`src/common/bus_pkg.sv`:
```
package bus_pkg;

  // Wishbone widths
  localparam int WB_ADDR_BITS = 3;
  localparam int WB_DATA_BITS = 32;

  // Register word addresses
  localparam logic [WB_ADDR_BITS-1:0] REG_THRESH       = 3'd0;
  localparam logic [WB_ADDR_BITS-1:0] REG_MIN_COUNT    = 3'd1;
  localparam logic [WB_ADDR_BITS-1:0] REG_STATUS       = 3'd2;
  localparam logic [WB_ADDR_BITS-1:0] REG_ORANGE_COUNT = 3'd3;
  localparam logic [WB_ADDR_BITS-1:0] REG_FRAME_COUNT  = 3'd4;

  // Threshold defaults, a bright saturated orange
  localparam logic [3:0]  RED_MIN_RST   = 4'd12;
  localparam logic [3:0]  GREEN_MAX_RST = 4'd9;
  localparam logic [3:0]  BLUE_MAX_RST  = 4'd4;
  localparam logic [15:0] MIN_COUNT_RST = 16'd16;

  // Same bit layout as REG_THRESH, red_min in the low nibble
  typedef struct packed {
    logic [3:0] blue_max;
    logic [3:0] green_max;
    logic [3:0] red_min;
  } thresh_t;

endpackage

```
`src/common/cam_pkg.sv`:
```
package cam_pkg;

  // Coordinate widths, enough for 640x480
  localparam int X_BITS = 10;
  localparam int Y_BITS = 10;

  // One RGB444 colour channel
  typedef logic [3:0] chan_t;

  // Pixel as assembled from the camera byte pair
  typedef struct packed {
    chan_t red;
    chan_t green;
    chan_t blue;
  } pixel_t;

  // Band where the target was seen
  typedef enum logic [1:0] {
    DIR_NONE   = 2'd0,
    DIR_LEFT   = 2'd1,
    DIR_CENTER = 2'd2,
    DIR_RIGHT  = 2'd3
  } direction_t;

  // Orange pixels are painted white on the output stream
  localparam pixel_t HIGHLIGHT = '{
    red:   4'hf,
    green: 4'hf,
    blue:  4'hf
  };

endpackage

```
`src/common/pixel_if.sv`:
```
`timescale 1ns/1ps

interface pixel_if import cam_pkg::*; ();

  // Beat qualifier, no back-pressure
  logic              valid;
  pixel_t            pix;
  logic [X_BITS-1:0] x;
  logic [Y_BITS-1:0] y;
  // Final pixel of the frame
  logic              last;

  modport src (
    output valid,
    output pix,
    output x,
    output y,
    output last
  );

  modport snk (
    input valid,
    input pix,
    input x,
    input y,
    input last
  );

endinterface

```
`src/capture/ov7670_capture.sv`:
```
`timescale 1ns/1ps

module ov7670_capture import cam_pkg::*; #(
  parameter int FRAME_WIDTH  = 640,
  parameter int FRAME_HEIGHT = 480
) (
  input  logic       clk_25_vga,
  input  logic       rst_n,
  input  logic       vsync,
  input  logic       href,
  input  logic [7:0] d,
  pixel_if.src       pix_out
);

  // Last column and last row
  localparam logic [X_BITS-1:0] X_LAST = X_BITS'(FRAME_WIDTH - 1);
  localparam logic [Y_BITS-1:0] Y_LAST = Y_BITS'(FRAME_HEIGHT - 1);

  // High while the next byte is the second of a pair
  logic              byte_phase;
  logic              href_d;
  // Red nibble from the first byte
  chan_t             red_hold;
  // Coordinates of the pixel being assembled
  logic [X_BITS-1:0] x_cnt;
  logic [Y_BITS-1:0] y_cnt;
  logic              second_byte;
  logic              line_end;

  assign second_byte = href & byte_phase;
  // Falling edge of href closes a line
  assign line_end    = href_d & ~href;

  // Byte pairing and coordinate counters
  always_ff @(posedge clk_25_vga) begin
    if (!rst_n) begin
      byte_phase <= 1'b0;
      href_d     <= 1'b0;
      x_cnt      <= '0;
      y_cnt      <= '0;
    end else begin
      href_d <= href;
      // Pairing restarts with every line
      if (href) begin
        byte_phase <= ~byte_phase;
      end else begin
        byte_phase <= 1'b0;
      end
      if (vsync) begin
        // New frame
        x_cnt <= '0;
        y_cnt <= '0;
      end else if (line_end) begin
        x_cnt <= '0;
        y_cnt <= (y_cnt == Y_LAST) ? '0 : y_cnt + 1'b1;
      end else if (second_byte) begin
        x_cnt <= (x_cnt == X_LAST) ? '0 : x_cnt + 1'b1;
      end
    end
  end

  // First byte, xxxxRRRR
  always_ff @(posedge clk_25_vga) begin
    if (href && !byte_phase) begin
      red_hold <= d[3:0];
    end
  end

  // Output beat control
  always_ff @(posedge clk_25_vga) begin
    if (!rst_n) begin
      pix_out.valid <= 1'b0;
      pix_out.last  <= 1'b0;
    end else begin
      pix_out.valid <= second_byte;
      pix_out.last  <= second_byte && (x_cnt == X_LAST) && (y_cnt == Y_LAST);
    end
  end

  // Second byte, GGGGBBBB
  always_ff @(posedge clk_25_vga) begin
    if (second_byte) begin
      pix_out.pix <= '{red: red_hold, green: d[7:4], blue: d[3:0]};
      pix_out.x   <= x_cnt;
      pix_out.y   <= y_cnt;
    end
  end

endmodule

```
`src/detect/classification.sv`:
```
`timescale 1ns/1ps

module classification import cam_pkg::*; #(
  parameter int FRAME_WIDTH  = 640,
  parameter int FRAME_HEIGHT = 480
) (
  input  logic        clk_25_vga,
  input  logic        rst_n,
  pixel_if.snk        pix_in,
  input  logic        is_orange,
  input  logic [15:0] min_count,
  output logic        frame_done,
  output logic        detected,
  output direction_t  direction,
  output logic [15:0] orange_count
);

  // Counters hold a full frame, at least 16 bits
  localparam int FRAME_PIXELS = FRAME_WIDTH * FRAME_HEIGHT;
  localparam int PIX_BITS     = $clog2(FRAME_PIXELS + 1);
  localparam int CNT_BITS     = (PIX_BITS > 16) ? PIX_BITS : 16;
  // Band edges
  localparam logic [X_BITS-1:0] LEFT_END    = X_BITS'(FRAME_WIDTH / 3);
  localparam logic [X_BITS-1:0] RIGHT_START = X_BITS'((2 * FRAME_WIDTH) / 3);
  // Largest count the 16-bit result can show
  localparam logic [CNT_BITS-1:0] COUNT_MAX = CNT_BITS'(16'hffff);

  logic [CNT_BITS-1:0] cnt_left;
  logic [CNT_BITS-1:0] cnt_center;
  logic [CNT_BITS-1:0] cnt_right;
  logic [CNT_BITS-1:0] next_left;
  logic [CNT_BITS-1:0] next_center;
  logic [CNT_BITS-1:0] next_right;
  logic [CNT_BITS-1:0] total;
  logic                hit;
  logic                in_left;
  logic                in_right;
  logic                frame_end;
  direction_t          winner;

  assign hit       = pix_in.valid & is_orange;
  assign in_left   = pix_in.x < LEFT_END;
  assign in_right  = pix_in.x >= RIGHT_START;
  assign frame_end = pix_in.valid & pix_in.last;

  // Counts including the current beat
  always_comb begin
    next_left   = cnt_left + CNT_BITS'(hit & in_left);
    next_center = cnt_center + CNT_BITS'(hit & ~in_left & ~in_right);
    next_right  = cnt_right + CNT_BITS'(hit & in_right);
    total       = next_left + next_center + next_right;
  end

  // Largest band, ties favour centre then left
  always_comb begin
    if (next_center >= next_left && next_center >= next_right) begin
      winner = DIR_CENTER;
    end else if (next_left >= next_right) begin
      winner = DIR_LEFT;
    end else begin
      winner = DIR_RIGHT;
    end
  end

  always_ff @(posedge clk_25_vga) begin
    if (!rst_n) begin
      cnt_left     <= '0;
      cnt_center   <= '0;
      cnt_right    <= '0;
      frame_done   <= 1'b0;
      detected     <= 1'b0;
      direction    <= DIR_NONE;
      orange_count <= '0;
    end else begin
      frame_done <= frame_end;
      if (frame_end) begin
        // Latch the frame result and start over
        cnt_left     <= '0;
        cnt_center   <= '0;
        cnt_right    <= '0;
        orange_count <= (total > COUNT_MAX) ? 16'hffff : total[15:0];
        if (total < CNT_BITS'(min_count)) begin
          detected  <= 1'b0;
          direction <= DIR_NONE;
        end else begin
          detected  <= 1'b1;
          direction <= winner;
        end
      end else if (pix_in.valid) begin
        cnt_left   <= next_left;
        cnt_center <= next_center;
        cnt_right  <= next_right;
      end
    end
  end

endmodule

```
`src/detect/target_finder.sv`:
```
`timescale 1ns/1ps

module target_finder import cam_pkg::*, bus_pkg::*; (
  input  logic    clk_25_vga,
  input  logic    rst_n,
  input  thresh_t thresh,
  pixel_if.snk    pix_in,
  pixel_if.src    pix_out,
  output logic    is_orange
);

  logic red_ok;
  logic green_ok;
  logic blue_ok;
  logic red_over_green;
  logic match;

  // Orange rule on the incoming pixel
  assign red_ok         = pix_in.pix.red >= thresh.red_min;
  assign green_ok       = pix_in.pix.green <= thresh.green_max;
  assign blue_ok        = pix_in.pix.blue <= thresh.blue_max;
  // Strictly redder than green, so grey and yellow fail
  assign red_over_green = pix_in.pix.red > pix_in.pix.green;
  assign match          = red_ok & green_ok & blue_ok & red_over_green;

  // Beat control and the orange flag
  always_ff @(posedge clk_25_vga) begin
    if (!rst_n) begin
      pix_out.valid <= 1'b0;
      pix_out.last  <= 1'b0;
      is_orange     <= 1'b0;
    end else begin
      pix_out.valid <= pix_in.valid;
      pix_out.last  <= pix_in.valid & pix_in.last;
      // Flag only on real beats
      is_orange     <= pix_in.valid & match;
    end
  end

  // Payload, matches painted white
  always_ff @(posedge clk_25_vga) begin
    if (pix_in.valid) begin
      pix_out.pix <= match ? HIGHLIGHT : pix_in.pix;
      pix_out.x   <= pix_in.x;
      pix_out.y   <= pix_in.y;
    end
  end

endmodule

```
`src/source/cam_detect_top.sv`:
```
`timescale 1ns/1ps

module cam_detect_top import cam_pkg::*, bus_pkg::*; #(
  parameter int FRAME_WIDTH  = 640,
  parameter int FRAME_HEIGHT = 480
) (
  input  logic                    clk_25_vga,
  input  logic                    rst_n,
  // Camera pins
  input  logic                    cam_vsync,
  input  logic                    cam_href,
  input  logic [7:0]              cam_d,
  // Host register bus
  input  logic                    wb_cyc,
  input  logic                    wb_stb,
  input  logic                    wb_we,
  input  logic [WB_ADDR_BITS-1:0] wb_adr,
  input  logic [WB_DATA_BITS-1:0] wb_dat_w,
  output logic [WB_DATA_BITS-1:0] wb_dat_r,
  output logic                    wb_ack,
  // Highlighted pixel stream
  output logic                    out_valid,
  output pixel_t                  out_pix,
  output logic [X_BITS-1:0]       out_x,
  output logic [Y_BITS-1:0]       out_y,
  output logic                    out_orange,
  // Frame result
  output logic                    target_detected,
  output direction_t              target_direction
);

  pixel_if cap_if ();
  pixel_if fin_if ();

  thresh_t     thresh;
  logic [15:0] min_count;
  logic        frame_done;
  logic [15:0] orange_count;

  // Camera bytes to pixels
  ov7670_capture #(
    .FRAME_WIDTH (FRAME_WIDTH),
    .FRAME_HEIGHT(FRAME_HEIGHT)
  ) u_capture (
    .clk_25_vga(clk_25_vga),
    .rst_n     (rst_n),
    .vsync     (cam_vsync),
    .href      (cam_href),
    .d         (cam_d),
    .pix_out   (cap_if.src)
  );

  target_finder u_finder (
    .clk_25_vga(clk_25_vga),
    .rst_n     (rst_n),
    .thresh    (thresh),
    .pix_in    (cap_if.snk),
    .pix_out   (fin_if.src),
    .is_orange (out_orange)
  );

  // Band counts per frame
  classification #(
    .FRAME_WIDTH (FRAME_WIDTH),
    .FRAME_HEIGHT(FRAME_HEIGHT)
  ) u_classifier (
    .clk_25_vga  (clk_25_vga),
    .rst_n       (rst_n),
    .pix_in      (fin_if.snk),
    .is_orange   (out_orange),
    .min_count   (min_count),
    .frame_done  (frame_done),
    .detected    (target_detected),
    .direction   (target_direction),
    .orange_count(orange_count)
  );

  status_regs u_regs (
    .clk_25_vga  (clk_25_vga),
    .rst_n       (rst_n),
    .wb_cyc      (wb_cyc),
    .wb_stb      (wb_stb),
    .wb_we       (wb_we),
    .wb_adr      (wb_adr),
    .wb_dat_w    (wb_dat_w),
    .wb_dat_r    (wb_dat_r),
    .wb_ack      (wb_ack),
    .frame_done  (frame_done),
    .detected    (target_detected),
    .direction   (target_direction),
    .orange_count(orange_count),
    .thresh      (thresh),
    .min_count   (min_count)
  );

  // Finder output to the pins
  assign out_valid = fin_if.valid;
  assign out_pix   = fin_if.pix;
  assign out_x     = fin_if.x;
  assign out_y     = fin_if.y;

endmodule

```
`src/source/status_regs.sv`:
```
`timescale 1ns/1ps

module status_regs import cam_pkg::*, bus_pkg::*; (
  input  logic                    clk_25_vga,
  input  logic                    rst_n,
  // Wishbone classic slave
  input  logic                    wb_cyc,
  input  logic                    wb_stb,
  input  logic                    wb_we,
  input  logic [WB_ADDR_BITS-1:0] wb_adr,
  input  logic [WB_DATA_BITS-1:0] wb_dat_w,
  output logic [WB_DATA_BITS-1:0] wb_dat_r,
  output logic                    wb_ack,
  // Frame results
  input  logic                    frame_done,
  input  logic                    detected,
  input  direction_t              direction,
  input  logic [15:0]             orange_count,
  // Settings to the pixel path
  output thresh_t                 thresh,
  output logic [15:0]             min_count
);

  logic                    req;
  logic                    access;
  logic [15:0]             frame_count;
  logic [WB_DATA_BITS-1:0] rd_data;

  assign req    = wb_cyc & wb_stb;
  // First cycle of a request, ack follows
  assign access = req & ~wb_ack;

  // Single-cycle ack
  always_ff @(posedge clk_25_vga) begin
    if (!rst_n) begin
      wb_ack <= 1'b0;
    end else begin
      wb_ack <= access;
    end
  end

  // Writable registers and the frame counter
  always_ff @(posedge clk_25_vga) begin
    if (!rst_n) begin
      thresh      <= '{blue_max: BLUE_MAX_RST, green_max: GREEN_MAX_RST,
                       red_min: RED_MIN_RST};
      min_count   <= MIN_COUNT_RST;
      frame_count <= '0;
    end else begin
      if (access && wb_we) begin
        case (wb_adr)
          REG_THRESH:    thresh    <= thresh_t'(wb_dat_w[11:0]);
          REG_MIN_COUNT: min_count <= wb_dat_w[15:0];
          // Status and counts are read only
          default: ;
        endcase
      end
      if (frame_done) begin
        frame_count <= frame_count + 1'b1;
      end
    end
  end

  // Read mux, unmapped reads as zero
  always_comb begin
    rd_data = '0;
    case (wb_adr)
      REG_THRESH:       rd_data[11:0] = thresh;
      REG_MIN_COUNT:    rd_data[15:0] = min_count;
      REG_STATUS:       rd_data[2:0]  = {direction, detected};
      REG_ORANGE_COUNT: rd_data[15:0] = orange_count;
      REG_FRAME_COUNT:  rd_data[15:0] = frame_count;
      default:          rd_data       = '0;
    endcase
  end

  // Read data held for the ack cycle
  always_ff @(posedge clk_25_vga) begin
    if (access) begin
      wb_dat_r <= wb_we ? '0 : rd_data;
    end
  end

endmodule

```
`config.mk`:
```
export PLATFORM = sky130hd
export DESIGN_NAME = cam_detect_top
export DESIGN_NICKNAME = d
export VERILOG_FILES = /design/src/common/bus_pkg.sv /design/src/common/cam_pkg.sv /design/src/common/pixel_if.sv /design/src/capture/ov7670_capture.sv /design/src/detect/classification.sv /design/src/detect/target_finder.sv /design/src/source/cam_detect_top.sv /design/src/source/status_regs.sv
export SDC_FILE = /design/constraint.sdc
export NUM_CORES = 1
export LEC_CHECK = 0
export BUFFER_PORTS_ARGS = -buffer_cell sky130_fd_sc_hd__clkbuf_2
export CAP_MARGIN = 20
export CORE_MARGIN = 2
export CORE_UTILIZATION = 55
export CTS_CLUSTER_SIZE = 8
export DETAILED_ROUTE_END_ITERATION = 10
export GPL_TIMING_DRIVEN = 0
export HOLD_SLACK_MARGIN = 0.05
export PLACE_DENSITY = 0.77
export SYNTH_ARGS = -nofsm -noshare
export SYNTH_HDL_FRONTEND = slang
export SYNTH_SLANG_ARGS = --single-unit
```
`constraint.sdc`:
```
create_clock -name clk_25_vga -period 4.6 [get_ports clk_25_vga]
set_input_delay 0.23 -clock clk_25_vga [delete_from_list [all_inputs] [get_ports clk_25_vga]]
set_output_delay 0.23 -clock clk_25_vga [all_outputs]
set_load 0.02 [all_outputs]
```
Yosys cells after proc, flatten, opt, wreduce, memory -nomap -nowiden

Index checks and enable logic that the tools add are counted.
Widths: inputs -> output; s select.

Memory bits (read-only): 0
Bits in latches: 0
RAM bits: 0
Memories kept: 0
Flip-flop bits (word level): 249
Bits of input ports: 50
Output and inout port bits: 70
Word-level logic and storage cells: 104

Reductions and logical operators: 13
Eq/ne operators: 6
Multiply operators: 0
Shift-type cells: 0
Magnitude comparators: 11
Add/sub/neg operators: 8
Bitwise operators: 21
Div/mod/pow operators: 0
Mux-type cells: 10

Operators with widths:

| cell                  | count |
|---|---|
| $add 19x19->19        | 5 |
| $ge 19x19->1          | 3 |
| $not 1->19            | 2 |
| $pmux 9 s4            | 1 |
| $add 10x1->10 const B | 2 |
| $mux 10               | 2 |
| $and 1x19->19         | 1 |
| $and 19x19->19        | 1 |
| $gt 19x16->1 const B  | 1 |
| $lt 19x16->1          | 1 |
| $add 16x1->16 const B | 1 |
| $mux 16               | 1 |
| $pmux 3 s5            | 1 |
| $and 1x1->1           | 13 |
| $pmux 4 s3            | 1 |
| $eq 10x10->1 const B  | 1 |
| $eq 10x9->1 const B   | 1 |
| $ge 10x9->1 const B   | 1 |
| $lt 10x8->1 const B   | 1 |
| $le 4x4->1            | 2 |
| $eq 3x2->1 const B    | 2 |
| $mux 2                | 3 |
| $reduce_and 2->1      | 3 |
| $logic_and 1x1->1     | 5 |
| 10 further kinds      | 14 |

Depth between registers and ports, before layout

Depth in word-level cells: 9
Depth in mapped cells: 29
Mapped depth without buffers: 29

Modules after synthesis

Synthesis repeated with hierarchy kept, for this count alone.

Cells, all modules: 1,403
Area, all modules: 13,575.5 um2

By module, submodules not included:

| module         | times used | seq. area each (um2) | area an instance (um2) | cells an instance |
|---|---|---|---|---|
| classification | 1          | 1,541.5              | 7,085.5                | 857 |
| status_regs    | 1          | 1,381.3              | 2,851.5                | 297 |
| ov7670_capture | 1          | 1,561.5              | 2,109.5                | 146 |
| target_finder  | 1          | 1,021.0              | 1,529.0                | 103 |

Least setup slack after synthesis

No wires, ideal clock.

Path kind: reg-to-reg
Start point: register u_finder.pix_out.valid
End point: register u_classifier.direction[0]
Cell stages (with the launch flop): 27
Arrival time: 5.170 ns
Buffers on the path: 2
Slack: -0.644 ns
Library setup time: 0.074 ns
Clock period less this slack: 5.244 ns
Path through: dfxtp_1 buf_4 clkbuf_1 nand2_1 nor2_1 ha_1 ha_1 and3_1 and3_1 nand2_1 nor2_1 and3_1 xnor2_1 fa_1 inv_1 ha_1 nand2_1 nor3_1 o21ai_0 and2b_1 o21a_1 xnor2_1 ha_1 nand3_1 o31ai_1 o21ai_2 o21ai_0

Longest elaborated chain between the ends: 8
Elaborated cells on any way between the ends: 17
Those cells by class: add/sub: 5; order compare: 3; mux: 2; bitwise: 6; reduce/logical: 1

RTL lines:

| what                                                | line                                       | RTL |
|---|---|---|
| start, declared                                     | pixel_if.sv:14                             | `output valid,` |
| $and 1x1->1                                         | classification.sv:41                       | `assign hit = pix_in.valid & is_orange;` |
| $and 1x19->19                                       | classification.sv:49                       | `next_center = cnt_center + CNT_BITS'(hit & ~in_left & ~in_right);` |
| $and 19x19->19                                      | classification.sv:49                       |  |
| $add 19x19->19                                      | classification.sv:49                       |  |
| $add 19x19->19 or $ge 19x19->1 (tied branches)      | classification.sv:51, classification.sv:56 |  |
| $add 19x19->19 or $logic_and 1x1->1 (tied branches) | classification.sv:51, classification.sv:56 |  |
| $lt 19x16->1 or $mux 2 (tied branches)              | classification.sv:82, classification.sv:56 |  |
| $mux 2                                              | classification.sv:82                       | `if (total < CNT_BITS'(min_count)) begin` |
| end signal, assigned                                | classification.sv:87                       | `direction <= winner;` |
| end, declared                                       | classification.sv:14                       | `output direction_t direction,` |

Parallel ways exist; a longest one is shown, timed or not.
A chain may end at the register's enable or synchronous reset.

Worst setup path after layout

Start point: register u_finder.pix_out.x[1]
End point: register u_classifier.direction[0]

Longest elaborated chain between the ends: 9
Elaborated cells on any way between the ends: 19
Those cells by class: add/sub: 5; order compare: 5; mux: 2; bitwise: 6; reduce/logical: 1

RTL lines:

| what                                                | line                                       | RTL |
|---|---|---|
| start, declared                                     | pixel_if.sv:16                             | `output x,` |
| $lt 10x8->1                                         | classification.sv:42                       | `assign in_left = pix_in.x < LEFT_END;` |
| $not 1->19                                          | classification.sv:49                       |  |
| $and 1x19->19                                       | classification.sv:49                       |  |
| $and 19x19->19 (*)                                  | classification.sv:49                       |  |
| $add 19x19->19 (*)                                  | classification.sv:49                       |  |
| named net u_classifier.next_center[5]               | classification.sv:32                       | `logic [CNT_BITS-1:0] next_center;` |
| $add 19x19->19 or $ge 19x19->1 (tied branches)      | classification.sv:51, classification.sv:56 |  |
| $add 19x19->19 or $logic_and 1x1->1 (tied branches) | classification.sv:51, classification.sv:56 |  |
| $lt 19x16->1 or $mux 2 (tied branches)              | classification.sv:82, classification.sv:56 |  |
| $mux 2 (*)                                          | classification.sv:82                       |  |

The timed path passes the listed nets; every way through them passes the cells marked *.

==> reports/qor.csv <==
metric,value,unit
Slew HR,47.02,%
register area share after synthesis,40.12,%
fin nets,1888,
peak supply drop,0.2755,mV
setup slack at placement,-925.2,ps
Tightest Pin Transition,794.6,ps
Remaining DRCs,0,
final cell area excluding filler cells,0.01725,mm^2
Crit Path Max Fanout,4,
synth top area cells,"dfxtp_1, edfxtp_1, ha_1",
biggest area consumer among synthesized cells,dfxtp_1,
placed cells,1902,
RSZ-0062 raised after global routing,yes,
final RePlAce weighted congestion,0.8881,
GRT Util Overall,24.19,%
Internal,3724,uW
clock period minus worst slack,5352,ps
dominant synthesized flop cell,dfxtp_1,
max_cap viols,0,
Synth top area share,21.74,%
Mapped Cells,1478,
Syn. warnings,0,
drt pass-1 iters,5,
Vias/cell,5.535,
slowest CP cell,fa_1,
"Data arrival, critical path",5730,ps
"commonest non-fill, non-tap cell in the layout",nor2_1,
r2r setup slk,-750,ps
"FF+latch count, synth",233,
P_leak,0.007484,uW
GRT Residual Overflow,0,
"commonest non-fill, non-tap cells in the layout","nor2_1, dfxtp_1, ha_1, nand2_1, inv_1",
Layout Utilization,70.70,%
number of flops mapped to enable cells by yosys,84,
outcome,finished with violations,
Reg power frac,45.6,%
Switching Share,21.67,%
share of cells above drive strength 1,20.79,%
syn_area_per_cell,9.285,um^2
ys async rst share,0,%
# fillers,1721,
switching power,1030,uW
cts bufs inserted,35,
area of the multi-input gates,0.008409,mm^2
CTS Buffer Depth,3,
Worst Hold End,u_regs.wb_dat_r[2],
r2r worst-path depth,25,
effective utilization at floorplan,56.26,%
H-tree depth,2,
reg2reg end,u_classifier.direction[0],
worst hold path class,input pin to flop,
dpl cell area,0.01484,mm^2
Rows,57,
fin cells,2036,
First DRT Iteration DRCs,871,
Register Area,0.005507,mm^2
max-slew violation count,0,
initial antenna violation count,0,
startpoint types,flop,
I/O pin count,120,
setup violators final,19,
CTS root buffer,clkbuf_16,
Yosys cell types,64,
CP endpoint kind,flop,
drt wl/cell,16.89,um
cell area after synthesis,0.01372,mm^2
core area,0.02439,mm^2
max incr delay on CP,530,ps
pwr dens,275.7,mW/mm^2
Total Wirelength,34.38,mm
total clock sinks,233,
Final Hold Viols,0,
Worst EP required,4980,ps
Clock Latency Late Sink,510,ps
worst r2r src,u_finder.pix_out.x[1],
Logic pwr share,4.1,%
violated checks,negative setup slack,
global-route wire length before repair,51.55,mm
largest net degree at the start of global routing,23,
Setup WS post-layout,-752.5,ps
Final Cycle Share,116.4,%
port bufs,82,
vias in the first global route,10773,
CTS tree,yes,
ant diodes,0,
hpwl dp,23.44,mm
clock transition at the registers of the reported paths,50,ps
DR vias,11269,
Die Ht,162.0,um
die width,162.0,um
Worst Min Path Start,wb_stb,
hold path depth,3,
Die ar.,0.02623,mm^2
post-route antenna net violation count,0,
Setup CP Type,flop to flop,
"Power, Total",4754,uW
Fin Clk Skew,12.28,ps
area delta synth->final,25.67,%
Fmax achieved,186.8,MHz
clock network power share,50.3,%
per-stage QoR:
| step | TNS (ps) | hold WS, ps |
|---|---|---|
| after floorplan | -2859 | 328.9 |
| after global placement | -15210 | 401.1 |
| after detailed placement | -16050 | 404.5 |
| after CTS | -9455 | 166.1 |
| after global routing | -13730 | 171.9 |
| final | -8908 | 180.0 |
worst max-delay path by stage:
stage                                 from                            end  slack, ps  cells past startpoint
floorplan            u_finder.pix_out.x[1]      u_classifier.direction[1]       -260                     28
global placement    u_finder.pix_out.valid   u_classifier.orange_count[6]       -860                     23
detailed placement  u_finder.pix_out.valid  u_classifier.orange_count[10]       -930                     23
CTS                  u_finder.pix_out.x[2]      u_classifier.direction[0]       -620                     28
global route         u_finder.pix_out.x[1]      u_classifier.direction[0]      -1040                     25
finish               u_finder.pix_out.x[1]      u_classifier.direction[0]       -750                     25
Yosys cell counts (2+ instances only):
cell and number:
a2111oi_0 2, a211oi_1 8, a21o_1 11, a21oi_1 85
a22oi_1 6, a31oi_1 10, a41oi_1 2, and2_1 23
and3_1 33, and4_1 2, buf_1 4, buf_2 5
buf_4 18, clkbuf_1 38, dfxtp_1 149, edfxtp_1 84
fa_1 17, ha_1 129, inv_1 104, mux2i_1 46
nand2_1 111, nand2b_1 13, nand3_1 36, nand4_1 26
nor2_1 181, nor2b_1 40, nor3_1 24, nor3b_1 2
nor4_1 3, o211ai_1 8, o21a_1 4, o21ai_0 47
o21ai_1 2, o21bai_1 4, o22a_1 3, o31ai_1 3
or2_2 15, or3_1 5, xnor2_1 68, xor2_1 83
logic make-up after synthesis:
kind of cell	Yosys count	synth area share (%)
other	1	0.02733
and+or+nand+nor	522	18.16
muxes	46	3.355
AOI/OAI and AO/OA	206	9.054
buffers and inverters	173	5.407
adders and majority gates	146	14.24
xor gates and xnor gates	151	9.637
DFF	233	40.12
area by class of cell:
| class | instances | share of cell area [%] |
|---|---|---|
| Buffer | 66 | 2.053 |
| Clock buffer | 53 | 5.594 |
| Clock inverter | 4 | 0.3483 |
| Inverter | 105 | 2.285 |
| Multi-Input combinational cell | 1087 | 48.76 |
| Sequential cell | 233 | 31.93 |
| Tap cell | 324 | 2.351 |
| Timing Repair Buffer | 164 | 6.675 |
sequential cells by signal, summed over array words and instances (netlist names), 2 cells and up:
signal and flops:
u_capture.pix_out.pix 12, u_capture.pix_out.x 10, u_capture.pix_out.y 10, u_capture.red_hold 4
u_capture.x_cnt 10, u_capture.y_cnt 10, u_classifier.cnt_center 19, u_classifier.cnt_left 19
u_classifier.cnt_right 19, u_classifier.direction 2, u_classifier.orange_count 16, u_finder.pix_out.pix 12
u_finder.pix_out.x 10, u_finder.pix_out.y 10, u_regs.frame_count 16, u_regs.min_count 16
u_regs.thresh 12, u_regs.wb_dat_r 16
power groups by stage:
stage	combinational, uW	sequential (uW)	clock, uW
CTS	191	2170	2400
global placement	162	2210	0
floorplan	98.5	2220	0
global route	212	2170	2500
detailed placement	172	2210	0
finish	197	2170	2390
worst max-delay path, delay by kind of cell (launching register included):
family	cells	cell delay (ps)
compound gates	11	1810
fa+ha+maj	4	1390
simple gates	7	980
xor+xnor	2	460
flops	1	420
buf+inv	1	150
what timing repair did:
item                                    CTS  global route
endpoints found under the hold margin    43             0
gates cloned                              0             1
hold buffers                             26             0
endpoints found under the setup margin   19            19
pin swaps                                29            29
gates resized for setup                  56            91
setup buffers                            20            33
per-layer routing:
layer	vias to the layer above	global-route usage [%]	wire length, um
met4	0	7.643	1164
met5	-	0	0
met2	389	44.41	17490
li1	5418	-	-
met1	5382	29.43	14020
met3	80	3.115	1708
Note: power is estimated with default switching activity, not from simulation.
